### src/rtl/audio_pkg.sv
// audio sample widths and the pcm output word with its two decodes
package audio_pkg;

	//////////////////////////////////////////////////////////////////////
	// sample widths, all two's complement

	localparam int fm_width    = 16;	// fm synth per-channel sample
	localparam int pcm_width   = 22;	// pcm summed voice output
	localparam int audio_width = 16;	// board output sample

	//////////////////////////////////////////////////////////////////////
	// pcm word
	//
	// The PCM chip gives one 22-bit mono sum. The left channel takes a
	// wide 17-bit slice from the top, the right channel a 16-bit slice
	// two bits lower, so the channels get a different gain. Both views
	// decode the same bits.

	typedef union packed {
		struct packed {
			logic signed [16:0] val;	// bits 21..5
			logic [4:0]         drop;	// below the left resolution
		} left;
		struct packed {
			logic [1:0]         guard;	// bits 21..20, discarded
			logic signed [15:0] val;	// bits 19..4
			logic [3:0]         drop;	// below the right resolution
		} right;
	} pcm_word_u;

endpackage

### src/rtl/audio_mixer.sv
// stereo mix of fm and pcm samples, registered, halved to 16 bits
`timescale 1ns/100ps

module audio_mixer (
	input  logic                                   clk_sys,
	input  logic                                   reset,
	input  logic signed [audio_pkg::fm_width-1:0]  fm_left,
	input  logic signed [audio_pkg::fm_width-1:0]  fm_right,
	input  audio_pkg::pcm_word_u                   pcm_sample,	// mono pcm sum
	output logic signed [audio_pkg::audio_width-1:0] audio_l,
	output logic signed [audio_pkg::audio_width-1:0] audio_r
);
	import audio_pkg::*;

	localparam int sum_width = fm_width + 1;	// one bit of headroom

	logic signed [sum_width-1:0] mix_l;
	logic signed [sum_width-1:0] mix_r;

	// left takes the wide pcm slice, right the lower 16-bit one
	assign mix_l = {fm_left[fm_width-1], fm_left} + pcm_sample.left.val;
	assign mix_r = {fm_right[fm_width-1], fm_right}
		+ {pcm_sample.right.val[15], pcm_sample.right.val};	// sign extend

	always_ff @(posedge clk_sys) begin
		if (reset) begin
			audio_l <= '0;
			audio_r <= '0;
		end else begin
			audio_l <= mix_l[sum_width-1:1];	// drop lsb, halves the sum
			audio_r <= mix_r[sum_width-1:1];
		end
	end

endmodule

### config.mk
export PLATFORM = sky130hd
export DESIGN_NAME = audio_mixer
export DESIGN_NICKNAME = d
export VERILOG_FILES = /design/src/rtl/audio_pkg.sv /design/src/rtl/audio_mixer.sv
export SDC_FILE = /design/constraint.sdc
export NUM_CORES = 1
export LEC_CHECK = 0
export BUFFER_PORTS_ARGS = -buffer_cell sky130_fd_sc_hd__buf_2
export CAP_MARGIN = 15
export CORE_UTILIZATION = 48
export DETAILED_ROUTE_END_ITERATION = 6
export HOLD_SLACK_MARGIN = 0.06
export PLACE_DENSITY = 0.74
export SKIP_CTS_REPAIR_TIMING = 1
export SKIP_LAST_GASP = 1
export SLEW_MARGIN = 20
export SYNTH_ARGS = -nofsm -noshare
export SYNTH_HDL_FRONTEND = slang
export SYNTH_SLANG_ARGS = --single-unit
### constraint.sdc
create_clock -name clk_sys -period 3 [get_ports clk_sys]
set_clock_uncertainty 0.05 [all_clocks]
set_input_delay 0.3 -clock clk_sys [delete_from_list [all_inputs] [get_ports clk_sys]]
set_output_delay 0.3 -clock clk_sys [all_outputs]
set_load 0.01 [all_outputs]
==> results by group <==
Routing
  – Detailed Routing Iterations Pass 1: 4
  – Average wire per cell in the routed design: 14.1 um
  – Mean number of vias per cell: 5.71
  – Post-detailed-route DRC marker count: 0
  – Antenna violation net count after detailed routing: 0
  – Initial drt markers: 216
  – Wirelength, routed: 6350 um
  – Total via count after detailed routing: 2568

Critical path
  – Worst Setup Path Type: in2reg
  – Required time of the worst setup path: 3.12 ns
  – Critical path cell sequence: buf_2 -> and2_1 -> fa_1 -> a21o_2 -> a311oi_2 -> o21bai_1 -> a221oi_2 -> mux2_1
  – Crit path capture type: flop
  – Crit-path max FO: 4
  – Maximum single-stage delay on the critical path: 0.39 ns
  – Startpoint class of the critical path: input pin
  – Data arrival, critical path: 2.33 ns
  – Slowest-stage cell, CP: sky130_fd_sc_hd__fa_1

GRT
  – Via count of the first global-routing pass: 2291
  – Largest net degree at the start of global routing: 49
  – Global-route wire length before repair: 10100 um
  – Antenna violations before repair: 0
  – GR Overflow Total: 0
  – Global Route Usage Sum: 23.5%

Placed design
  – Placed wire-length estimate after detailed placement: 4830 um
  – Last weighted congestion value of the routability-driven placer: 0.851
  – Setup WS pre-CTS: 0.500 ns
  – Number of I/O port buffers: 83

Status
  – Result of the run: finished clean

STA
  – Worst-case setup margin in the final layout: 0.790 ns
  – Max Clk Rate: 0.453 GHz
  – Final clock period utilization by the worst path: 73.7%
  – Final total negative setup slack: 0 ns
  – Setup repair after global routing missed its margin: no
  – Max_slew headroom: 44.4%
  – Worst Max-Slew Pin Slew: 0.833 ns
  – Tmin final: 2.21 ns
  – Number of slew-limit violations in the final report: 0
  – Final-report hold violation count: 0
  – Final number of setup-violating endpoints: 0

Min path
  – Hold Crit Depth: 4
  – Worst hold path class: in2reg

Synthesis
  – Cell types occupying the most area after synthesis: sky130_fd_sc_hd__dfxtp_1 (25%), sky130_fd_sc_hd__ha_1 (15%), sky130_fd_sc_hd__a21oi_1 (4.7%)
  – Mean Syn Cell Area: 8.55 um2
  – Number of enable flip-flop cells after synthesis: 0
  – Gate count of the mapped netlist: 301
  – Sequential area share after synthesis: 24.9%
  – Cell type contributing the most total cell area after synthesis: sky130_fd_sc_hd__dfxtp_1
  – Seq cells post-synth: 32
  – Fraction of registers with async set/reset: 0%
  – Number of warnings reported in the yosys synthesis log: 0
  – Synthesized netlist net count: 389
  – Mapped cell area: 2570 um2
  – Synth unique cells: 67
  – Yosys top cell area share: 24.9%
  – Most common flop cell mapped by yosys: sky130_fd_sc_hd__dfxtp_1

Cells and area
  – Antenna cells: 0
  – Area delta synth->final: 21.3%
  – Final layout net count: 467
  – Commonest non-fill, non-tap cell in the layout: sky130_fd_sc_hd__buf_2
  – Number of fill cells: 490
  – Layout cells sized above 1: 28.9%
  – Commonest non-fill, non-tap cells in the layout: sky130_fd_sc_hd__buf_2 (83), sky130_fd_sc_hd__dfxtp_1 (32), sky130_fd_sc_hd__ha_1 (30)

Floorplan
  – Die footprint: 5660 um2
  – Boundary Pins: 88
  – Starting Density: 50.1%
  – Count of standard-cell rows: 26
  – Standard cell core area: 5140 um2
  – Y dimension of the die: 75.2 um
  – Die X-Extent: 75.2 um

Flow run
  – Count of max-cap constraint violations: 0

Clock network
  – Clock transition at the register clock pins on the worst setup and hold paths after CTS: 0.07 ns
  – CTS tree: built
  – CTS HTree Levels: 2
  – Number of clock buffers inserted by TritonCTS: 5
  – Number of clock sinks seen by CTS: 32
  – Buffer type at the clock tree root: sky130_fd_sc_hd__clkbuf_8
  – Buffers from clock root to sink, at most: 2

Power
  – Leakage dissipation: 1.48 nW
  – Worst IR drop on VDD: 0.000223 V
  – Total power per unit cell area: 454 nW/um2
==> flip-flops by register name (all words and copies together), names as in the netlist <==
register and count:
audio_r 16, audio_l 16
==> metal layers <==
metal	wire length (um)	share of wire [%]	track usage [%]	up-vias
met5	0	0	0	-
met4	134	2.1	10.3	0
met3	301	4.7	4.95	14
met2	3150	50	39.1	72
met1	2770	44	29.2	1193
li1	-	-	-	1289
==> stage by stage <==
step           total power [W]  std cells  utilization, %  hold WS (ns)  instance area [um2]
4_1_cts                0.00143        450            60.8         0.322                 3120
5_1_grt                0.00152        450            60.8         0.331                 3120
3_3_place_gp          0.000996        442            58.7         0.620                 3020
2_1_floorplan         0.000857        301               -         0.502                 2570
6_report               0.00142        450            60.8         0.325                 3120
3_5_place_dp           0.00101        442            58.7         0.626                 3020
==> worst paths after layout <==
path                           from     endpoint
worst max-delay path  pcm_sample[5]   audio_l[9]
worst min-delay path   fm_right[15]  audio_r[15]
==> report_power, final <==
group	total, W	switching [W]	internal [W]
Sequential	0.000490	0.0000101	0.000480
Clock	0.000414	0.000168	0.000246
Combinational	0.000513	0.000279	0.000234
Total	0.00142	0.000457	0.000960
==> critical path, delay by kind of cell <==
| kind | cells | cell delay [ns] |
|---|---|---|
| compound gates | 4 | 1.03 |
| mux | 1 | 0.34 |
| fa+ha+maj | 1 | 0.39 |
| buf+inv | 1 | 0.13 |
| simple gates | 1 | 0.15 |
==> Yosys cell counts (2+ instances only) <==
cell type / count
sky130_fd_sc_hd__a2111oi_0: 2
sky130_fd_sc_hd__a211o_1: 4
sky130_fd_sc_hd__a211oi_1: 3
sky130_fd_sc_hd__a21o_1: 9
sky130_fd_sc_hd__a21oi_1: 24
sky130_fd_sc_hd__a31o_2: 2
sky130_fd_sc_hd__a31oi_1: 5
sky130_fd_sc_hd__and2_1: 3
sky130_fd_sc_hd__and3_1: 3
sky130_fd_sc_hd__and4_1: 2
sky130_fd_sc_hd__clkbuf_1: 7
sky130_fd_sc_hd__dfxtp_1: 32
sky130_fd_sc_hd__fa_1: 2
sky130_fd_sc_hd__ha_1: 30
sky130_fd_sc_hd__inv_1: 8
sky130_fd_sc_hd__mux2_1: 2
sky130_fd_sc_hd__mux2_2: 3
sky130_fd_sc_hd__nand2_1: 16
sky130_fd_sc_hd__nand2b_1: 2
sky130_fd_sc_hd__nand3_1: 9
sky130_fd_sc_hd__nand4_1: 3
sky130_fd_sc_hd__nor2_1: 26
sky130_fd_sc_hd__nor2b_1: 9
sky130_fd_sc_hd__nor3_1: 9
sky130_fd_sc_hd__nor3b_1: 8
sky130_fd_sc_hd__nor4_1: 2
sky130_fd_sc_hd__nor4b_1: 2
sky130_fd_sc_hd__o2111ai_1: 2
sky130_fd_sc_hd__o211ai_1: 3
sky130_fd_sc_hd__o21a_1: 5
sky130_fd_sc_hd__o21ai_0: 14
sky130_fd_sc_hd__o21bai_1: 4
sky130_fd_sc_hd__or4_1: 3
sky130_fd_sc_hd__xnor2_1: 9
sky130_fd_sc_hd__xor2_1: 2
==> cell families (layout without fill, tap and decap cells) <==
group	Yosys count	count (layout)	share of synthesized area, %
fa+ha+maj	32	32	16.1
mux	6	6	2.77
flops	32	32	24.9
compound gates	97	97	27.4
xor+xnor	11	11	3.74
buf+inv	20	99	3.55
simple gates	103	103	21.6
==> area by class of cell <==
class	instances	area, um2	share of cell area, %
tap	70	87.6	2.80
sequential	32	641	20.5
multi-input combinational	249	1840	59.0
clock inverter	2	35.0	1.12
clock buffer	6	72.6	2.32
inverter	8	30.0	0.961
timing repair buffer	83	415	13.3
No activity file was read; power rests on OpenSTA's default activity.
