File: config.mk
export PLATFORM = sky130hd
export DESIGN_NAME = z80_bus_decode
export DESIGN_NICKNAME = d
export VERILOG_FILES = /design/src/rtl/sound_map_pkg.sv /design/src/rtl/z80_bus_decode.sv
export SDC_FILE = /design/constraint.sdc
export NUM_CORES = 1
export LEC_CHECK = 0
export ABC_AREA = 1
export BUFFER_PORTS_ARGS = -buffer_cell sky130_fd_sc_hd__buf_2
export CAP_MARGIN = 20
export CORE_UTILIZATION = 32
export DETAILED_ROUTE_END_ITERATION = 10
export PLACE_DENSITY = 0.85
export SLEW_MARGIN = 20
export SYNTH_ARGS = -nofsm -noshare
export SYNTH_HDL_FRONTEND = slang
export SYNTH_SLANG_ARGS = --single-unit
File: constraint.sdc
create_clock -name vclk -period 1.4
set_input_delay 0.28 -clock vclk [all_inputs]
set_output_delay 0.28 -clock vclk [all_outputs]
set_load 0.05 [all_outputs]
File: src/rtl/sound_map_pkg.sv
// sound cpu memory map, bus widths and boot command codes
package sound_map_pkg;

	//////////////////////////////////////////////////////////////////////
	// bus widths

	localparam int z80_addr_width = 16;	// sound cpu address bus
	localparam int z80_data_width = 8;	// sound cpu data bus
	localparam int ram_addr_width = 11;	// 2k work ram words

	//////////////////////////////////////////////////////////////////////
	// memory regions, inclusive bounds

	localparam logic [z80_addr_width-1:0] rom_base  = 16'h0000;	// fixed program rom
	localparam logic [z80_addr_width-1:0] rom_last  = 16'h7FFF;
	localparam logic [z80_addr_width-1:0] bank_base = 16'h8000;	// switched rom window
	localparam logic [z80_addr_width-1:0] bank_last = 16'hBFFF;
	localparam logic [z80_addr_width-1:0] ram_base  = 16'hD000;	// work ram
	localparam logic [z80_addr_width-1:0] ram_last  = 16'hD7FF;

	//////////////////////////////////////////////////////////////////////
	// io registers, each one a pair of bytes (a0 picks within the pair)

	localparam logic [z80_addr_width-1:0] fm_reg_addr   = 16'hF000;	// fm chip, F000/F001
	localparam logic [z80_addr_width-1:0] pcm_reg_addr  = 16'hF002;	// pcm chip, F002/F003
	localparam logic [z80_addr_width-1:0] bank_reg_addr = 16'hF004;	// rom bank bit
	localparam logic [z80_addr_width-1:0] cmd_reg_addr  = 16'hF008;	// sound command latch

	// pcm chip is never read back for real
	localparam logic [z80_data_width-1:0] pcm_status_idle = 8'hF0;	// all voices idle

	//////////////////////////////////////////////////////////////////////
	// boot command codes

	localparam logic [z80_data_width-1:0] cmd_silence      = 8'hF0;	// stop everything
	localparam logic [z80_data_width-1:0] cmd_idle         = 8'hFF;	// no command pending
	localparam logic [z80_data_width-1:0] cmd_music_select = 8'hF7;	// next byte is a tune

endpackage

File: src/rtl/z80_bus_decode.sv
// sound cpu address decode, banked rom address, chip strobes and read mux
`timescale 1ns/100ps

module z80_bus_decode (
	input  logic [sound_map_pkg::z80_addr_width-1:0] z80_addr,	// cpu address
	input  logic                                     z80_rd_n,
	input  logic                                     z80_wr_n,
	input  logic                                     z80_mreq_n,
	input  logic                                     bank,	// rom bank bit
	input  logic [sound_map_pkg::z80_data_width-1:0] rom_data,	// external rom
	input  logic [sound_map_pkg::z80_data_width-1:0] ram_rdata,	// work ram, registered
	input  logic [sound_map_pkg::z80_data_width-1:0] fm_rdata,	// fm status
	input  logic [sound_map_pkg::z80_data_width-1:0] cmd,	// command latch
	output logic [sound_map_pkg::z80_addr_width-1:0] rom_addr,
	output logic                                     ram_we,
	output logic                                     bank_we,
	output logic                                     fm_cs_n,
	output logic                                     fm_wr_n,
	output logic                                     fm_a0,
	output logic                                     pcm_cs_n,
	output logic                                     pcm_rd_n,
	output logic                                     pcm_wr_n,
	output logic [sound_map_pkg::z80_data_width-1:0] z80_din	// read data to cpu
);
	import sound_map_pkg::*;

	//////////////////////////////////////////////////////////////////////
	// region selects

	logic rom_sel;	// 0000-7FFF
	logic bank_sel;	// 8000-BFFF
	logic ram_sel;	// D000-D7FF
	logic fm_sel;
	logic pcm_sel;
	logic bank_reg_sel;
	logic cmd_sel;
	logic mem_rd;	// mreq with rd
	logic mem_wr;	// mreq with wr

	assign rom_sel  = (z80_addr >= rom_base) && (z80_addr <= rom_last);
	assign bank_sel = (z80_addr >= bank_base) && (z80_addr <= bank_last);
	assign ram_sel  = (z80_addr >= ram_base) && (z80_addr <= ram_last);

	// io registers decode as byte pairs
	assign fm_sel       = z80_addr[z80_addr_width-1:1] == fm_reg_addr[z80_addr_width-1:1];
	assign pcm_sel      = z80_addr[z80_addr_width-1:1] == pcm_reg_addr[z80_addr_width-1:1];
	assign bank_reg_sel = z80_addr[z80_addr_width-1:1] == bank_reg_addr[z80_addr_width-1:1];
	assign cmd_sel      = z80_addr[z80_addr_width-1:1] == cmd_reg_addr[z80_addr_width-1:1];

	assign mem_rd = !z80_mreq_n && !z80_rd_n;
	assign mem_wr = !z80_mreq_n && !z80_wr_n;

	//////////////////////////////////////////////////////////////////////
	// rom address

	always_comb begin
		if (bank_sel)
			rom_addr = {1'b1, bank, z80_addr[13:0]};	// window into upper 32k
		else
			rom_addr = z80_addr;	// fixed region straight through
	end

	//////////////////////////////////////////////////////////////////////
	// write enables and chip strobes

	assign ram_we  = ram_sel && mem_wr;
	assign bank_we = bank_reg_sel && mem_wr;

	assign fm_cs_n = !(fm_sel && (mem_rd || mem_wr));	// idle high between accesses
	assign fm_wr_n = !(fm_sel && mem_wr);
	assign fm_a0   = z80_addr[0];	// register / data port select

	assign pcm_cs_n = !(pcm_sel && (mem_rd || mem_wr));
	assign pcm_rd_n = !(pcm_sel && mem_rd);
	assign pcm_wr_n = !(pcm_sel && mem_wr);

	//////////////////////////////////////////////////////////////////////
	// read data, first match wins

	always_comb begin
		if (rom_sel || bank_sel)
			z80_din = rom_data;
		else if (ram_sel)
			z80_din = ram_rdata;
		else if (fm_sel)
			z80_din = fm_rdata;
		else if (pcm_sel)
			z80_din = pcm_status_idle;	// no voices ever busy
		else if (cmd_sel)
			z80_din = cmd;
		else
			z80_din = '0;	// unmapped, fade latch included
	end

endmodule

==> flow_metrics.env, run 1 <==
export IMPL_syn_mean_instance_area_um2=5.34
export IMPL_synth_compound_area_share_pct=2.15
export IMPL_nets=244
export IMPL_worst_slack_ns=-0.222
export IMPL_cp_top_family="simple AND/OR/NAND/NOR gates"
export IMPL_port_buffers=81
export IMPL_drc=0
export IMPL_layout_common_cells="57 x buf_2, 25 x nand2_1, 22 x buf_6"
export IMPL_n_antenna_cell=0
export IMPL_drt_pass1_iterations=4
export IMPL_area_growth_syn_to_layout_pct=132
export IMPL_synth_area_um2=582
export IMPL_critPathArrivalTime_ns=1.34
export IMPL_synth_simple_area_share_pct=70.8
export IMPL_path_class="in2out"
export IMPL_drv_cap=0
export IMPL_worstHoldPathType="in2out"
export IMPL_hold_viol_final=0
export IMPL_cp_slowest_cell="nor2_4"
export IMPL_grt_max_degree=11
export IMPL_wl_um=2430
export IMPL_violations="setup timing"
export IMPL_vias_per_cell=4.58
export IMPL_seqCellArea_um2=0
export IMPL_dr_first_iter_drc_count=9
export IMPL_power_total_mw=0.421
export IMPL_synth_fa_ha_area_share_pct=0
export IMPL_path_buf_inv=2
export IMPL_ios=84
export IMPL_holdBufCountCts=0
export IMPL_grt_first_pass_wirelength_um=3440
export IMPL_powerDensity_nw_per_um2=312
export IMPL_cp_cell_sequence="buf_2, nor2_4, nand2_2, nor2_4, nand2_2, nor2_2, nor2_1, nand3_2, buf_6"
export IMPL_cp_start_kind="input port"
export IMPL_syn_inst=109
export IMPL_synth_xor_area_share_pct=0
export IMPL_final_cells=215
export IMPL_vias=985
export IMPL_end_kind="output port"
export IMPL_seq_cells=0
export IMPL_peakVddDrop_uv=206
export IMPL_place_congestion=0.710
export IMPL_cpPeakStageDelay_ns=0.17
export IMPL_slew_violations=0
export IMPL_muxShareOfSynthArea_pct=0
export IMPL_nClkBuffers=0
export IMPL_die_w_um=44.6
export IMPL_worst_pin_slew_ns=0.290
export IMPL_grt_pass1_vias=915
export IMPL_rsz0062_at_grt="true"
export IMPL_synth_top_family_by_area="simple AND/OR/NAND/NOR gates"
export IMPL_critPathMaxFanout=5
export IMPL_yosysWarnings=0
export IMPL_cp_required_ns=1.12
export IMPL_wl_per_cell_um=11.3
export IMPL_finalInstanceArea_um2=1350
export IMPL_ys_seq_area_share_pct=0
export IMPL_ant_nets=0
export IMPL_track_usage_pct=22.3
export IMPL_place_hpwl_um=1720
export IMPL_start_util_pct=34.1
export IMPL_dp_cells=211
export IMPL_grt_remaining_overflow=0
export IMPL_core_area_um2=1710
export IMPL_cellLeakagePower_nw=0.698
export IMPL_place_area_um2=1080
export IMPL_period_needed_ns=1.62
export IMPL_fmax_mhz=616
export IMPL_syn_num_nets=161
export IMPL_finalCritPeriodShare_pct=116
export IMPL_layout_commonest_cell="buf_2"
export IMPL_layout_drive_gt1_share_pct=70.5
export IMPL_fp_row_count=15
export IMPL_setup_violations=15
export IMPL_antenna_found_initial=0
export IMPL_status="finished, violations left"
export IMPL_die_height_um=44.6
export IMPL_synth_cell_types=18
export IMPL_dieArea_um2=1990
export IMPL_slew_headroom_pct=80.7
[area by class of cell]
cell class | instances | area, um2
inverters | 8 | 35.0
repair buffers | 98 | 726
multi-input cells | 84 | 558
well taps | 25 | 31.3
fillers | 128 | 358
[final timing paths]
path | endpoint | startpoint | slack (ns) | cells after the start
max | z80_din[6] | z80_addr[4] | -0.22 | 9
min | fm_a0 | z80_addr[0] | 0.56 | 0
[stage by stage]
step                TNS, ns  hold WS (ns)  util, %  worst slack (ns)
global route          -3.21         0.560     79.0            -0.261
detailed placement    -3.36         0.560     63.2            -0.293
global placement      -3.09         0.560     63.2            -0.238
floorplan            -0.859         0.626        -            -0.114
CTS                   -2.01         0.560     76.6            -0.171
finish                -2.40         0.560     79.0            -0.222
[cell families after synthesis]
logic type      Yosys count
simple gates             82
buf+inv                  25
compound gates            2
[synthesized netlist by cell type]
cell type	n	area share [%]
nand4_2	1	2.2
nand3b_1	1	1.3
nand3_4	1	3.0
nand3_1	12	10
nand2_2	3	3.2
a21oi_1	1	0.86
nor2_1	17	11
nor4_1	1	1.1
nand4_1	5	5.4
inv_1	8	5.2
nor2_2	3	3.2
buf_4	15	19
clkbuf_1	1	0.64
a21o_1	1	1.3
and2_1	1	1.1
buf_6	1	1.9
nand2_1	33	21
nor2_4	4	7.7
[layer usage]
metal  wire [um]  GRT usage (%)
met5           0              0
met1         806           22.4
met4          38           5.45
met2        1440           46.5
met3         144           2.86
[timing repair]
item,CTS,global route
gates resized for setup,58,12
setup buffers,4,0
setup endpoints to repair,15,15
pin swaps,8,4
gates cloned,0,0
[power by group]
part	leakage, nW	total, mW	internal [mW]	switching (mW)
Clock	0	0	0	0
Sequential	0	0	0	0
Combinational	0.698	0.421	0.170	0.252
No activity file was read; power rests on OpenSTA's default activity.
==> run 2, diff against run 1 <==
--- a/config.mk
+++ b/config.mk
@@ -11,6 +11,7 @@
 export CORE_UTILIZATION = 32
 export DETAILED_ROUTE_END_ITERATION = 10
 export PLACE_DENSITY = 0.85
+export SETUP_SLACK_MARGIN = 0.2
 export SLEW_MARGIN = 20
 export SYNTH_ARGS = -nofsm -noshare
 export SYNTH_HDL_FRONTEND = slang
==> flow_metrics.env, run 2 (synthesized netlist as in run 1, its figures left out) <==
export IMPL_holdWs_ns=0.561
export IMPL_critPathArrivalTime_ns=1.36
export IMPL_nets=246
export IMPL_nClkBuffers=0
export IMPL_slew_headroom_pct=81.4
export IMPL_cp_cell_sequence="buf_6, nand3b_1, nor2_4, nand3_4, nor2_4, nand2_4, buf_8"
export IMPL_core_area_um2=1710
export IMPL_ant_nets=0
export IMPL_grt_remaining_overflow=0
export IMPL_area_growth_syn_to_layout_pct=135
export IMPL_track_usage_pct=26.0
export IMPL_antenna_found_initial=0
export IMPL_path_buf_inv=2
export IMPL_fp_row_count=15
export IMPL_cp_required_ns=1.12
export IMPL_netSwitchingPower_mw=0.259
export IMPL_internal_power_mw=0.163
export IMPL_place_congestion=0.703
export IMPL_use_met2_pct=55.9
export IMPL_dpl_worst_slack_ns=-0.370
export IMPL_crit_top_cell="nor2_4"
export IMPL_drc=0
export IMPL_period_needed_ns=1.64
export IMPL_die_w_um=44.6
export IMPL_critPathMaxFanout=5
export IMPL_clkPwrFrac_pct=0
export IMPL_cp_start_kind="input port"
export IMPL_grt_pass1_vias=984
export IMPL_cp_top_family="simple AND/OR/NAND/NOR gates"
export IMPL_fmax_mhz=609
export IMPL_vias=1036
export IMPL_port_buffers=81
export IMPL_crit_cells=7
export IMPL_p_seq_share_pct=0
export IMPL_ios=84
export IMPL_drt_pass1_iterations=4
export IMPL_hold_viol_final=0
export IMPL_grt_use_met3_pct=3.27
export IMPL_worstHoldPathType="in2out"
export IMPL_grt_max_degree=9
export IMPL_powerDensity_nw_per_um2=309
export IMPL_holdBufCountCts=0
export IMPL_crit_start="z80_addr[9]"
export IMPL_grt_first_pass_wirelength_um=3970
export IMPL_use_met1_pct=25.3
export IMPL_rsz0062_at_grt="true"
export IMPL_seq_cells=0
export IMPL_slew_violations=0
export IMPL_wl_um=2580
export IMPL_fill_cells=143
export IMPL_drv_cap=0
export IMPL_setup_violations=14
export IMPL_vias_per_cell=4.77
export IMPL_dieArea_um2=1990
export IMPL_violations="setup timing"
export IMPL_seqCellArea_um2=0
export IMPL_layout_drive_gt1_share_pct=70.8
export IMPL_worst_pin_slew_ns=0.278
export IMPL_end_kind="output port"
export IMPL_finalCritPeriodShare_pct=117
export IMPL_busiest_layer="met2"
export IMPL_wl_per_cell_um=11.9
export IMPL_cp_slowest_cell="nand3b_1"
export IMPL_layout_common_cells="64 x buf_2, 25 x nand2_1, 16 x buf_4"
export IMPL_cpPeakStageDelay_ns=0.21
export IMPL_place_hpwl_um=1980
export IMPL_worst_slack_ns=-0.243
export IMPL_start_util_pct=34.1
export IMPL_power_frac_comb_pct=100.0
export IMPL_path_class="in2out"
export IMPL_crit_end="pcm_wr_n"
export IMPL_die_height_um=44.6
export IMPL_p_sw_share_pct=61.3
export IMPL_status="finished, violations left"
export IMPL_layout_commonest_cell="buf_2"
export IMPL_dr_first_iter_drc_count=25
export IMPL_cellLeakagePower_nw=0.752
export IMPL_n_antenna_cell=0
export IMPL_peakVddDrop_uv=222
==> run 2: changes by cell type in the layout (fill, tap and decap cells not counted), moves of 3 or more <==
cell     delta
buf_6      -10
nand3_4     +4
buf_2       +7
buf_4       +3
nor2_2      +3
nor2_4      -3
nand3_2     -3
nand2_4     +5
nand2_2     -5
==> run 2: through the flow <==
stage / power, mW / instance area [um2] / util, % / std cells / setup TNS (ns)
finish: 0.422 / 1370 / 80.0 / 217 / -2.73
global route: 0.443 / 1370 / 80.0 / 217 / -3.75
CTS: 0.417 / 1360 / 79.3 / 217 / -2.97
detailed placement: 0.374 / 1180 / 69.2 / 214 / -4.82
global placement: 0.366 / 1180 / 69.2 / 214 / -4.29
floorplan: 0.258 / 753 / - / 109 / -0.621
==> run 2: worst min path at each step <==
stage                  endpoint         from  slack [ns]  cells past startpoint
floorplan                ram_we   z80_mreq_n        0.63                      1
global placement          fm_a0  z80_addr[0]        0.56                      0
detailed placement        fm_a0  z80_addr[0]        0.56                      0
CTS                       fm_a0  z80_addr[0]        0.56                      0
global route        rom_addr[0]  z80_addr[0]        0.56                      0
finish                    fm_a0  z80_addr[0]        0.56                      0
==> run 2: what timing repair did <==
| item | 4_1_cts | 5_1_grt |
|---|---|---|
| gates resized for setup | 46 | 4 |
| cloned | 1 | 0 |
| setup buffers | 2 | 0 |
| endpoints found under the setup margin | 15 | 15 |
| pin swaps | 14 | 6 |
==> run 2: power by group through the flow <==
stage	logic, mW	registers (mW)	clock network (mW)
after floorplan	0.258	0	0
after global placement	0.366	0	0
after detailed placement	0.374	0	0
final	0.422	0	0
after CTS	0.417	0	0
after global routing	0.443	0	0
==> run 2: layer usage <==
metal  vias to the layer above  routed length [um]
li1                        500                   -
met1                       468                 831
met2                        58                1500
met3                        10                 150
met4                         0                  89
met5                         -                   0
==> run 2: cell type report <==
class / instances / area [um2] / area share [%]
Timing Repair Buffer: 99 / 686 / 50.2
Tap cell: 25 / 31.3 / 2.29
Multi-Input combinational cell: 85 / 607 / 44.4
Inverter: 8 / 42.5 / 3.11
