**config.mk**
```make
export PLATFORM = sky130hd
export DESIGN_NAME = sound_latches
export DESIGN_NICKNAME = d
export VERILOG_FILES = /design/src/rtl/sound_map_pkg.sv /design/src/rtl/sound_latches.sv
export SDC_FILE = /design/constraint.sdc
export NUM_CORES = 1
export LEC_CHECK = 0
export ABC_AREA = 1
export BUFFER_PORTS_ARGS = -buffer_cell sky130_fd_sc_hd__buf_2
export CAP_MARGIN = 20
export CORE_ASPECT_RATIO = 1.5
export CORE_MARGIN = 8
export CORE_UTILIZATION = 55
export DETAILED_ROUTE_END_ITERATION = 12
export PLACE_DENSITY = 0.75
export SLEW_MARGIN = 10
export SYNTH_ARGS = -nofsm -noshare
export SYNTH_HDL_FRONTEND = slang
export SYNTH_SLANG_ARGS = --single-unit
export TNS_END_PERCENT = 5
```
**constraint.sdc**
```tcl
create_clock -name clk_sys -period 2.97 [get_ports clk_sys]
set_clock_uncertainty 0.2 [all_clocks]
set_input_delay 0.1485 -clock clk_sys [delete_from_list [all_inputs] [get_ports clk_sys]]
set_output_delay 0.1485 -clock clk_sys [all_outputs]
set_load 0.01 [all_outputs]
```
**src/rtl/sound_map_pkg.sv**
```systemverilog
// sound cpu memory map, bus widths and boot command codes
package sound_map_pkg;

	//////////////////////////////////////////////////////////////////////
	// bus widths

	localparam int z80_addr_width = 16;	// sound cpu address bus
	localparam int z80_data_width = 8;	// sound cpu data bus
	localparam int ram_addr_width = 11;	// 2k work ram words

	//////////////////////////////////////////////////////////////////////
	// memory regions, inclusive bounds

	localparam logic [z80_addr_width-1:0] rom_base  = 16'h0000;	// fixed program rom
	localparam logic [z80_addr_width-1:0] rom_last  = 16'h7FFF;
	localparam logic [z80_addr_width-1:0] bank_base = 16'h8000;	// switched rom window
	localparam logic [z80_addr_width-1:0] bank_last = 16'hBFFF;
	localparam logic [z80_addr_width-1:0] ram_base  = 16'hD000;	// work ram
	localparam logic [z80_addr_width-1:0] ram_last  = 16'hD7FF;

	//////////////////////////////////////////////////////////////////////
	// io registers, each one a pair of bytes (a0 picks within the pair)

	localparam logic [z80_addr_width-1:0] fm_reg_addr   = 16'hF000;	// fm chip, F000/F001
	localparam logic [z80_addr_width-1:0] pcm_reg_addr  = 16'hF002;	// pcm chip, F002/F003
	localparam logic [z80_addr_width-1:0] bank_reg_addr = 16'hF004;	// rom bank bit
	localparam logic [z80_addr_width-1:0] cmd_reg_addr  = 16'hF008;	// sound command latch

	// pcm chip is never read back for real
	localparam logic [z80_data_width-1:0] pcm_status_idle = 8'hF0;	// all voices idle

	//////////////////////////////////////////////////////////////////////
	// boot command codes

	localparam logic [z80_data_width-1:0] cmd_silence      = 8'hF0;	// stop everything
	localparam logic [z80_data_width-1:0] cmd_idle         = 8'hFF;	// no command pending
	localparam logic [z80_data_width-1:0] cmd_music_select = 8'hF7;	// next byte is a tune

endpackage

```
**src/rtl/sound_latches.sv**
```systemverilog
// rom bank register and self-running boot command sequencer
`timescale 1ns/100ps

module sound_latches #(
	parameter int                                     boot_delay_bits = 16,	// gap between commands
	parameter logic [sound_map_pkg::z80_data_width-1:0] boot_tune       = 8'h0A	// tune to start
) (
	input  logic                                     clk_sys,
	input  logic                                     reset,
	input  logic                                     bank_we,	// decoded bank write
	input  logic                                     wdata_bit0,	// cpu data bit 0
	output logic                                     bank,
	output logic [sound_map_pkg::z80_data_width-1:0] cmd	// command latch
);
	import sound_map_pkg::*;

	localparam int boot_steps = 6;	// commands in the boot series

	//////////////////////////////////////////////////////////////////////
	// bank register

	always_ff @(posedge clk_sys) begin
		if (reset)
			bank <= 1'b0;
		else if (bank_we)
			bank <= wdata_bit0;	// level write, held while strobe low
	end

	//////////////////////////////////////////////////////////////////////
	// boot sequencer
	//
	// Stands in for the main CPU, which is not part of this board.
	// A free-running down counter paces the series; each time the
	// count lands on zero the latch takes the next code.

	logic [boot_delay_bits-1:0] delay;	// free-running pace counter
	logic [2:0]                 step;	// 0..6, 6 is done
	logic                       tick;	// counter reaches zero this edge
	logic [z80_data_width-1:0]  next_cmd;	// code for the current step

	assign tick = delay == boot_delay_bits'(1);

	// command table
	always_comb begin
		case (step)
			3'd0:    next_cmd = cmd_silence;
			3'd1:    next_cmd = cmd_idle;
			3'd2:    next_cmd = cmd_music_select;
			3'd3:    next_cmd = cmd_idle;
			3'd4:    next_cmd = boot_tune;	// music number
			3'd5:    next_cmd = cmd_idle;
			default: next_cmd = cmd_idle;	// series over
		endcase
	end

	always_ff @(posedge clk_sys) begin
		if (reset) begin
			delay <= '1;	// longest wait first
			step  <= 3'd0;
			cmd   <= '0;	// nothing posted yet
		end else begin
			delay <= delay - 1'b1;	// wraps to all ones
			if (tick && (step < 3'(boot_steps))) begin
				cmd  <= next_cmd;
				step <= step + 3'd1;
			end
		end
	end

endmodule

```
==> results of run 1 <==
## final cells by class
class | instances | area, µm² | area share
Tap cell | 23 | 28.8 | 0.0217
Clock buffer | 3 | 22.5 | 0.0169
Sequential cell | 24 | 480 | 0.362
Multi-Input combinational cell | 111 | 621 | 0.467
Timing Repair Buffer | 15 | 90.1 | 0.0678
Inverter | 23 | 86.3 | 0.0650
## worst paths after layout
path / start / cells past startpoint / end
worst min-delay path: delay[0] / 1 / delay[0]
worst max-delay path: reset / 6 / bank
worst min register to register: delay[0] / 1 / delay[0]
worst max register to register: delay[0] / 8 / delay[8]
## sequential cells by signal, summed over array words and instances (netlist names)
name   cells
bank       1
step       3
delay     16
cmd        4
## cell usage in the layout (no fill, tap or decap), drive strengths merged
cell,count
dfxtp,24
nand2,35
nand3b,1
nor2,30
buf,12
ha,5
nor3,1
dlygate4sd3,3
o21ai,11
o211ai,1
a21oi,9
inv,23
nand4,3
nand3,14
a31oi,1
clkbuf,3
## power by group through the flow
stage / clock network, µW / registers, µW / logic [µW]
finish: 141 / 328 / 23.6
global route: 154 / 329 / 27.5
CTS: 148 / 328 / 23.9
detailed placement: 0 / 336 / 20.6
global placement: 0 / 335 / 20.1
floorplan: 0 / 336 / 14.4
## metrics by stage
step,instances,hold WS (ns),worst slack (ns),util,total power [µW]
after global routing,199,0.265,0.827,0.609,511
after floorplan,164,0.0421,1.58,-,350
after CTS,199,0.254,0.972,0.609,500
after detailed placement,193,0.150,1.44,0.585,356
after global placement,193,0.139,1.48,0.585,356
final,199,0.251,0.972,0.609,493
## routing by layer
layer	wire length (µm)	track usage	vias up
met1	893	0.122	492
met5	0	0	-
met4	29	0.0687	0
met3	84	0.0182	4
met2	1340	0.250	11
li1	-	-	542
## logic make-up after synthesis
| family | Yosys count | synth area share |
|---|---|---|
| AO/OA/AOI/OAI | 22 | 0.0926 |
| flip-flops | 24 | 0.391 |
| adder cells (fa/ha/maj) | 5 | 0.0509 |
| AND/OR/NAND/NOR | 84 | 0.361 |
| buffers and inverters | 29 | 0.105 |
## repair_timing
action | 4_1_cts | 5_1_grt
endpoints found under the hold margin | 7 | 0
resized for setup | 0 | 0
hold buffers | 3 | 0
==> summary by stage, run 1 <==
Clock tree
The longest clock path from root to sink contains 2 buffers. After clock tree synthesis, the clock-pin slew on the worst setup and hold paths is 0.12 ns. The count of buffers added by post-CTS timing repair for setup is 0. TritonCTS built the clock tree. The number of sinks on the clock net is 24. The number of buffers created by CTS is 3. CTS built an H-tree with a depth of 1. The clock latency at the later pin of the worst-skew pair is 0.31 ns. The cell sitting at the root of the clock tree is a sky130_fd_sc_hd__clkbuf_4.

Worst setup path
The largest single stage delay on the critical path is 0.55 ns. Traced cell by cell, the critical path runs through dlygate4sd3_1 > buf_2 > inv_1 > o21ai_0 > a21oi_1 > dlygate4sd3_1. The kind of end point of the critical path is a flip-flop. At the worst endpoint, the arrival time is approximately 2.1 ns. The cell with the largest stage delay on the worst path is sky130_fd_sc_hd__dlygate4sd3_1. The register-to-register setup slack is 1.43 ns.

Of all nets on the critical path, the largest fanout is 14. The start-to-end type of the worst setup path is primary input to flip-flop. The most numerous cell type found on the critical path is sky130_fd_sc_hd__dlygate4sd3_1. Counting both buffers and inverters, the worst setup path holds a total of 4.

The critical path's top delay family is buffers and inverters. The data required time of the worst path is a little over 3 ns. The kind of start point of the critical path is a primary input.

Status
The flow ran to the end, and the final reports show no timing, DRC or antenna violations.

Floorplan
13 I/O pins were placed. In this run the horizontal extent of the chip is 54.6 µm. Row generation in the floorplan step produced 21 rows.

The floorplan step set the die height to between 70 and 80 µm. The region available for standard cell placement spans 0.00218 mm². For this configuration, the core starts out at a cell density of 0.564. The die footprint is 0.00404 mm².

Yosys
The share of synthesized area occupied by flip-flops and latches is 0.391. The post-synthesis area per instance is around 7.5 µm². sky130_fd_sc_hd__nand2_1 is the most common cell in the netlist. By area the synthesized netlist is led by sky130_fd_sc_hd__dfxtp_1 (39%), sky130_fd_sc_hd__nand2_1 (9.8%), sky130_fd_sc_hd__nor2_1 (6.1%). The dominant synthesized flop cell is sky130_fd_sc_hd__dfxtp_1. The synthesized design contains 24 register bits.

The number of distinct library cells after synthesis is 24. The synthesized net count is 173. The area of the mapped netlist is 0.00123 mm². By count the netlist is led by sky130_fd_sc_hd__nand2_1 (32), sky130_fd_sc_hd__dfxtp_1 (24), sky130_fd_sc_hd__nor2_1 (20). The number of enable flip-flop cells after synthesis is 0. The instance count of the mapped netlist is about 160. The cell taking the most area after synthesis is sky130_fd_sc_hd__dfxtp_1. The share of flip-flops with an asynchronous set or reset is 0. For this run, the number of Yosys warnings is 0. Of the post-synthesis cell area, the dominant cell type holds 0.391.

Place
Input and output buffers added on the ports amount to 12. At the end of routability-driven placement, the weighted congestion stood at 0.870. Summed over all nets, the half-perimeter wirelength after detailed placement is 1.88 mm.

The total placed instance area is 0.00128 mm².

STA
Dividing the final minimum period by the clock period gives 0.673. Setup repair after global routing left no endpoint under its margin. The total setup violations reported at the end of the flow is 0. The actual transition at the worst max-transition pin is 0.432 ns. Derived from the worst setup path, the maximum achievable clock frequency is 0.501 GHz.

The worst path needs 2.00 ns of the cycle, external delays included. The relative slew slack is 0.712. The number of endpoints with negative hold slack in the final report is 0. The setup TNS is 0 ns. The number of max-slew violations in the final report is 0.

Route
The number of remaining DRC errors is 0. The number of nets with antenna violations after detailed routing is 0. The detailed router placed 1049 vias in this run.

The mean number of vias per cell is ~5.3. In this run, the number of DRC markers left after iteration 0 of detailed routing was 22. The first detailed-routing pass took 4 iterations.

Wires add up to 2.35 mm. The detailed-route wire length per cell is 11.8 µm.

Power and ir drop
The power share of the clock group is 0.286. The internal power is 383 µW. Of the total power, the share spent switching nets is 0.223. In this run the power density over the cells is 371 mW/mm².

The analysis attributes to net switching a power of 110 µW. The maximum vdd drop is 272 µV. The share of total power dissipated in sequential elements is 0.666. The static leakage power is 0.000643 µW.

The logic gate share of total power is 0.048.

Global routing
The wire length of the first global-routing pass is 4.07 mm. Entering global routing, the biggest net connects 15 pins. The number of global-route vias before repair is roughly 1100. The initial antenna violation count was 0. For this run, the total global-route usage over all layers was measured as 0.131. For this run the aggregate overflow at the end of global routing stands at 0.

Final layout
The number of nets in the layout is around 190. The fraction of final layout cells sized beyond drive strength 1 is 0.210. 0 antenna diodes ended up in the layout. The finished cells cover approximately 0.0013 mm². The filler cells instantiated in the layout total 213. The area growth from synthesis to layout is 8.04%.

Worst hold path
In this run the worst hold path is classified as flip-flop to flip-flop.

Job
The number of max-capacitance violations reported is 0.
No activity file was read; power rests on OpenSTA's default activity.
==> run 2, diff against run 1 <==
clock period = 2.1 ns   (was 2.97 ns; I/O delays follow)
==> summary by stage, run 2 (same netlist as run 1, synthesis figures left out) <==
Status
The flow ran to the end, and the final reports show no timing, DRC or antenna violations.

Route
The top layer used by detailed routing is met4. The number of nets with antenna violations after detailed routing was 0 (unchanged). The wire length reported by the detailed router is 2.43 mm (+3.6%). The count of vias placed by the detailed router came to 1061 (+1.1%). The total met2 wirelength after detailed routing is 1.39 mm (+3.4%).

The mean number of vias per cell came to 5.33 (+1.1%). The total length of routed met3 wires is 113 µm (+35%). The number of optimization iterations in the first detailed-route pass came to 5 (+1).

The count of routing violations after the opening detailed-route iteration is 42 (+91%). The detailed-route wire length per cell was 12.2 µm (+3.6%). The number of remaining DRC errors was 0 (unchanged).

The routed length on met1 came to 887 µm (-0.67%).

Place
The detailed-placement wirelength estimate is 1.86 mm (-1.1%). The routability-driven placement congestion ratio is 0.871 (about the same). The number of input and output port buffers inserted is 12 (unchanged).

Worst setup path
The worst setup path is launched from a primary input. The critical path goes through dlygate4sd3_1 > buf_2 > inv_1 > o21ai_0 > a21oi_1 > dlygate4sd3_1. The worst reg2reg path endpoint is delay[8]. The startpoint identified for the worst register-to-register timing path is delay[0]. The register-to-register setup slack is 0.56 ns (-0.87 ns). Following the worst setup path forward leads to its endpoint at bank. The worst reg2reg path depth is 8 (unchanged). In this run the worst setup path begins at reset. The data required time of the worst path was 2.16 ns (-0.87 ns).

The largest fanout of any net on the critical path was 14 (unchanged). On the critical path, the stage with the largest delay is an instance of sky130_fd_sc_hd__dlygate4sd3_1. The start-to-end type of the worst setup path is primary input to flip-flop. The dominant cell type by count on the critical path is sky130_fd_sc_hd__dlygate4sd3_1.

The critical path's largest stage delay came to 0.55 ns (about the same). The worst setup path is captured at a flip-flop. The endpoint arrival time on the critical path is 2.03 ns (-0.03 ns).

Clock tree
The number of sinks on the clock net came to 24 (unchanged). Clock tree synthesis selected as its root buffer the cell sky130_fd_sc_hd__clkbuf_4. The clock latency at the later pin of the worst-skew pair was 0.31 ns (about the same). The number of buffers inserted for hold repair after clock tree synthesis was 3 (unchanged).

The H-tree depth is 1 (unchanged). TritonCTS built the clock tree. The quantity of gates resized following cts is 0 (unchanged). The number of buffers on the longest clock path was 2 (unchanged). The clock transition time at the flip-flop clock pins of the worst setup and hold paths was 0.12 ns (about the same).

The number of buffers created by CTS is 3 (unchanged). The count of buffers added by post-CTS timing repair for setup is 0 (unchanged).

STA
The relative slew slack is 0.706 (-0.00557). The number of endpoints with negative hold slack in the final report is 0 (unchanged). The peak clock frequency supported by timing is 0.508 GHz.

The setup TNS came to 0 ns (unchanged). The worst hold margin is 0.251 ns (-0.00000300 ns). In the finished design, the share of the clock period the worst path needs comes to 0.938. The total setup violations reported at the end of the flow is 0 (unchanged). Subtracting the final worst setup slack from the clock period gives between 1.5 and 2 ns.

Setup repair after global routing left no endpoint under its margin. The actual transition at the worst max-transition pin came to 0.440 ns (+0.00835 ns). The number of max-slew violations in the final report is 0 (unchanged).

Floorplan
The I/O pin count came to 13 (unchanged). The horizontal die dimension is 54.6 µm (unchanged). The core area was 0.00218 mm² (unchanged). The number of placement rows came to 21 (unchanged). The initial core utilization was 0.564 (unchanged). The die footprint is 0.00404 mm² (unchanged). The die outline height is 73.9 µm (unchanged).

Job
The number of max-capacitance violations reported came to 0 (unchanged).

Power and ir drop
The maximum vdd drop is 342 µV (+26%). The total power density per cell area is 524 mW/mm² (+41%). The total power draw is 697 µW (+41%). The static leakage power is 0.000643 µW (unchanged).

Final layout
The fraction of final layout cells sized beyond drive strength 1 is 0.210 (unchanged). The area growth from synthesis to layout is 8.04% (unchanged). The fill cell total of the finished layout is 211 (-0.94%). The number of flip-flops in the largest register was 16 (unchanged). Leaving out fill and tap cells, the most frequent cell in the layout is sky130_fd_sc_hd__nand2_1.

The antenna diode count is 0 (unchanged). In the layout the commonest cells are sky130_fd_sc_hd__nand2_1 (32), sky130_fd_sc_hd__dfxtp_1 (24), sky130_fd_sc_hd__nor2_1 (20), sky130_fd_sc_hd__inv_1 (18), sky130_fd_sc_hd__buf_2 (12). The number of nets in the layout is 187 (unchanged). Ranked by flip-flop count, first place goes to delay. In the final layout, the registers with the most flip-flops are delay (16), cmd (4), step (3).

Global routing
The wire length of the first global-routing pass was 4.06 mm (-0.17%). The initial antenna violation count is 0 (unchanged). The global-route congestion overflow total is 0 (unchanged).

The number of global-route vias before repair was 1062 (-0.094%). The largest net degree at the start of global routing is 15 (unchanged). The total routing usage reported by global routing came to 0.129 (-0.00161).

Worst hold path
The type of the tightest min-delay check is flip-flop to flip-flop.
## run 2: cell counts in the layout (fill, tap and decap cells not counted)
No cell type changed its count.
## run 2: critical path: cells and delay by family
kind / cells / cell delay [ns]
compound gates: 2 / 0.29
buf+inv: 4 / 1.63
## run 2: layout make-up
| type | count | area (µm²) | share of cell area |
|---|---|---|---|
| tap | 23 | 28.8 | 0.0217 |
| multi-input combinational | 111 | 621 | 0.467 |
| inverter | 23 | 86.3 | 0.0650 |
| sequential | 24 | 480 | 0.362 |
| clock buffer | 3 | 22.5 | 0.0169 |
| timing repair buffer | 15 | 90.1 | 0.0678 |
## run 2: worst min path at each step
stage | from | end | cells after the start
after floorplan | bank_we | bank | 1
after global placement | bank_we | bank | 2
after detailed placement | bank_we | bank | 2
after CTS | delay[0] | delay[0] | 1
after global routing | delay[0] | delay[0] | 1
final | delay[0] | delay[0] | 1
## run 2: power by group
part,switching (µW),total [µW],internal (µW)
logic,20.0,33.5,13.5
clock network,132,199,67.1
registers,3.32,465,461
total,155,697,542
## run 2: per-layer routing
layer / global-route usage / vias to the layer above
met5: 0 / -
met4: 0.0549 / 0
met3: 0.0202 / 6
met2: 0.253 / 18
met1: 0.120 / 491
li1: - / 546
## run 2: through the flow
stage,utilization,cells,instance area (µm²),setup slack [ns]
floorplan,-,164,1230,0.715
global placement,0.585,193,1280,0.606
detailed placement,0.585,193,1280,0.576
CTS,0.609,199,1330,0.157
global route,0.609,199,1330,0.0254
finish,0.609,199,1330,0.130
==> run 3, diff against run 2 <==
CELL_PAD_IN_SITES_DETAIL_PLACEMENT = 1   (was default)
CELL_PAD_IN_SITES_GLOBAL_PLACEMENT = 2   (was default)
CORE_UTILIZATION = 33   (was 55)
PLACE_DENSITY = default   (was 0.75)
PLACE_DENSITY_LB_ADDON = 0.1   (was default)
==> summary by stage, run 3 (same netlist as run 1, synthesis figures left out) <==
Place
The cell total after placement came to 213 (+10%). The number of input and output port buffers inserted is 12 (unchanged). The detailed-placement wirelength estimate is 2.22 mm (+20%). The routability-driven placement congestion ratio came to 0.753 (-14%). The post-place setup slack is 0.519 ns (-0.0572 ns). The total placed instance area was 0.00130 mm² (+2.0%).

Worst hold path
The critical hold path startpoint is delay[0]. The worst hold path terminates at delay[0]. The count of cells along the worst hold path came to 1 (unchanged). The path class of the tightest hold or removal check is flip-flop to flip-flop.

Final layout
The top cell types in the final layout, fill and taps aside, are sky130_fd_sc_hd__nand2_1 (32), sky130_fd_sc_hd__dfxtp_1 (24), sky130_fd_sc_hd__nor2_1 (20), sky130_fd_sc_hd__inv_1 (17), sky130_fd_sc_hd__buf_2 (12). The summed area of non-filler cells in the final layout is 0.00142 mm² (+7.0%). The register with the most flip-flops is delay. The antenna diode count came to 0 (unchanged). The fraction of final layout cells sized beyond drive strength 1 is 0.229 (+0.0188). The number of nets in the layout is 189 (+1.1%). From synthesis to final layout, the design area changed by 15.6%. The fill cell total of the finished layout is 457 (+120%).

The number of non-filler instances in the completed layout was 222 (+12%). The most common library cell in the layout ignoring fill and taps is sky130_fd_sc_hd__nand2_1. In the final layout, the registers with the most flip-flops are delay (16), cmd (4), step (3). The number of flip-flops in the largest register came to 16 (unchanged).

Route
The count of routing violations after the opening detailed-route iteration came to 49 (+17%). The wire length reported by the detailed router was 2.88 mm (+18%). The number of optimization iterations in the first detailed-route pass was 4 (-1). The number of nets with antenna violations after detailed routing is 0 (unchanged). The detailed-route wire length per cell was 13.0 µm (+6.0%). The count of vias placed by the detailed router is 1050 (-1.0%). The number of remaining DRC errors is 0 (unchanged). The mean number of vias per cell was 4.73 (-11%).

Power and ir drop
The portion of total power attributed to sequential cells was 0.511 (-0.156). The static leakage power is 0.000669 µW (+4.1%). The total power density per cell area is 639 mW/mm² (+22%). The logic gate share of total power is 0.042 (-0.006).

The internal power was 732 µW (+35%). The switching power share of the total is 0.194 (-0.0285). The maximum vdd drop is 287 µV (-16%).

The power share of the clock group came to 0.447 (+0.162). The power spent charging and discharging nets was 176 µW (+14%).

STA
The final worst slack is 0.284 ns (+0.154 ns). The actual transition at the worst max-transition pin is 0.260 ns (-0.180 ns). The worst hold margin was 0.225 ns (-0.0263 ns). The ratio of final minimum period to clock period is 0.865 (-0.0732). The total setup violations reported at the end of the flow was 0 (unchanged). The number of endpoints with negative hold slack in the final report is 0 (unchanged). The minimum clock period is 1.82 ns (-0.154 ns). The setup TNS was 0 ns (unchanged).

Setup repair after global routing left no endpoint under its margin. The peak clock frequency supported by timing is 0.551 GHz (+8.5%). The relative slew slack is 0.826 (+0.120). The number of max-slew violations in the final report is 0 (unchanged).

Clock tree
TritonCTS built the clock tree. The number of buffers on the longest clock path is 2 (unchanged). The H-tree depth is 1 (unchanged). The number of buffers created by CTS is 3 (unchanged).

The number of sinks on the clock net is 24 (unchanged). The clock latency at the later pin of the worst-skew pair is 0.27 ns (-0.04 ns). The clock transition time at the flip-flop clock pins of the worst setup and hold paths is 0.08 ns (-0.04 ns). The tree is rooted in a sky130_fd_sc_hd__clkbuf_8.

Worst setup path
The register-to-register setup slack was 0.54 ns (-0.02 ns). The endpoint arrival time on the critical path is 1.77 ns (-0.26 ns). The start-to-end type of the worst setup path is primary input to flip-flop. The worst reg2reg path depth is 6 (-2).

The worst register-to-register path ends at cmd[1]. The data required time of the worst path is 2.06 ns (-0.10 ns). The kind of start point of the critical path is a primary input. The startpoint of the worst register-to-register path is delay[0]. The largest fanout of any net on the critical path is 10 (-4). The worst setup path is captured at a flip-flop.

Global routing
The largest net degree at the start of global routing came to 15 (unchanged). The initial antenna violation count is 0 (unchanged). The total routing usage reported by global routing is 0.108 (-0.0216).

The global-route congestion overflow total is 0 (unchanged). The wire length of the first global-routing pass is 5.21 mm (+28%). The number of global-route vias before repair is 1111 (+4.6%).

Floorplan
The die footprint is 0.00598 mm² (+48%). The horizontal die dimension is 65.8 µm (+21%). The core area is 0.00361 mm² (+66%). The initial core utilization is 0.340 (-0.224).

The I/O pin count is 13 (unchanged). The number of placement rows is 27 (+29%). The die outline height was 90.8 µm (+23%).

Job
The number of max-capacitance violations reported came to 0 (unchanged).

Status
The flow ran to the end, and the final reports show no timing, DRC or antenna violations.
==> run 3: cell types whose count changed in the layout (fill, tap and decap cells not counted), sizes merged <==
cell	delta
buf	+2
bufinv	+1
inv	-1
clkinvlp	+1
==> run 3: per-stage QoR <==
stage / power (µW) / util
after floorplan: 495 / -
after global placement: 504 / 0.360
after detailed placement: 506 / 0.360
after CTS: 919 / 0.388
after global routing: 948 / 0.393
final: 908 / 0.393
==> run 3: cell type report <==
class | count | area (µm²) | area share
Clock inverter | 1 | 30.0 | 0.0211
Tap cell | 43 | 53.8 | 0.0379
Timing Repair Buffer | 17 | 105 | 0.0739
Multi-Input combinational cell | 111 | 621 | 0.437
Inverter | 23 | 90.1 | 0.0634
Clock buffer | 3 | 41.3 | 0.0290
Sequential cell | 24 | 480 | 0.338
==> run 3: power groups by stage <==
stage / combinational [µW] / clock [µW] / sequential [µW]
floorplan: 20.3 / 0 / 475
global placement: 29.6 / 0 / 474
detailed placement: 30.7 / 0 / 475
CTS: 35.3 / 420 / 464
global route: 44.3 / 439 / 465
finish: 38.4 / 405 / 464
==> run 3: worst max path at each step <==
stage / to / cells after the start / start
CTS: bank / 6 / reset
global route: bank / 6 / reset
finish: bank / 6 / reset
global placement: cmd[1] / 6 / delay[0]
floorplan: delay[8] / 7 / delay[0]
detailed placement: cmd[1] / 6 / delay[0]
==> run 3: critical path, cell delays in order <==
cell	delay [ns]
sky130_fd_sc_hd__dlygate4sd3_1	0.52
sky130_fd_sc_hd__buf_2	0.26
sky130_fd_sc_hd__clkinvlp_4	0.18
sky130_fd_sc_hd__o21ai_0	0.09
sky130_fd_sc_hd__a21oi_1	0.06
sky130_fd_sc_hd__dlygate4sd3_1	0.55
==> run 3: timing repair <==
item | in CTS | in global routing
endpoints found under the hold margin | 3 | 0
hold buffers | 3 | 0
buffers inserted | 0 | 2
gates resized for setup | 0 | 1
endpoints found under the setup margin | 0 | 1
==> run 3: per-layer routing <==
metal / track usage / wire length (µm) / vias up
li1: - / - / 546
met2: 0.194 / 1590 / 7
met4: 0.0439 / 24 / 0
met1: 0.118 / 1180 / 495
met5: 0 / 0 / -
met3: 0.0149 / 75 / 2
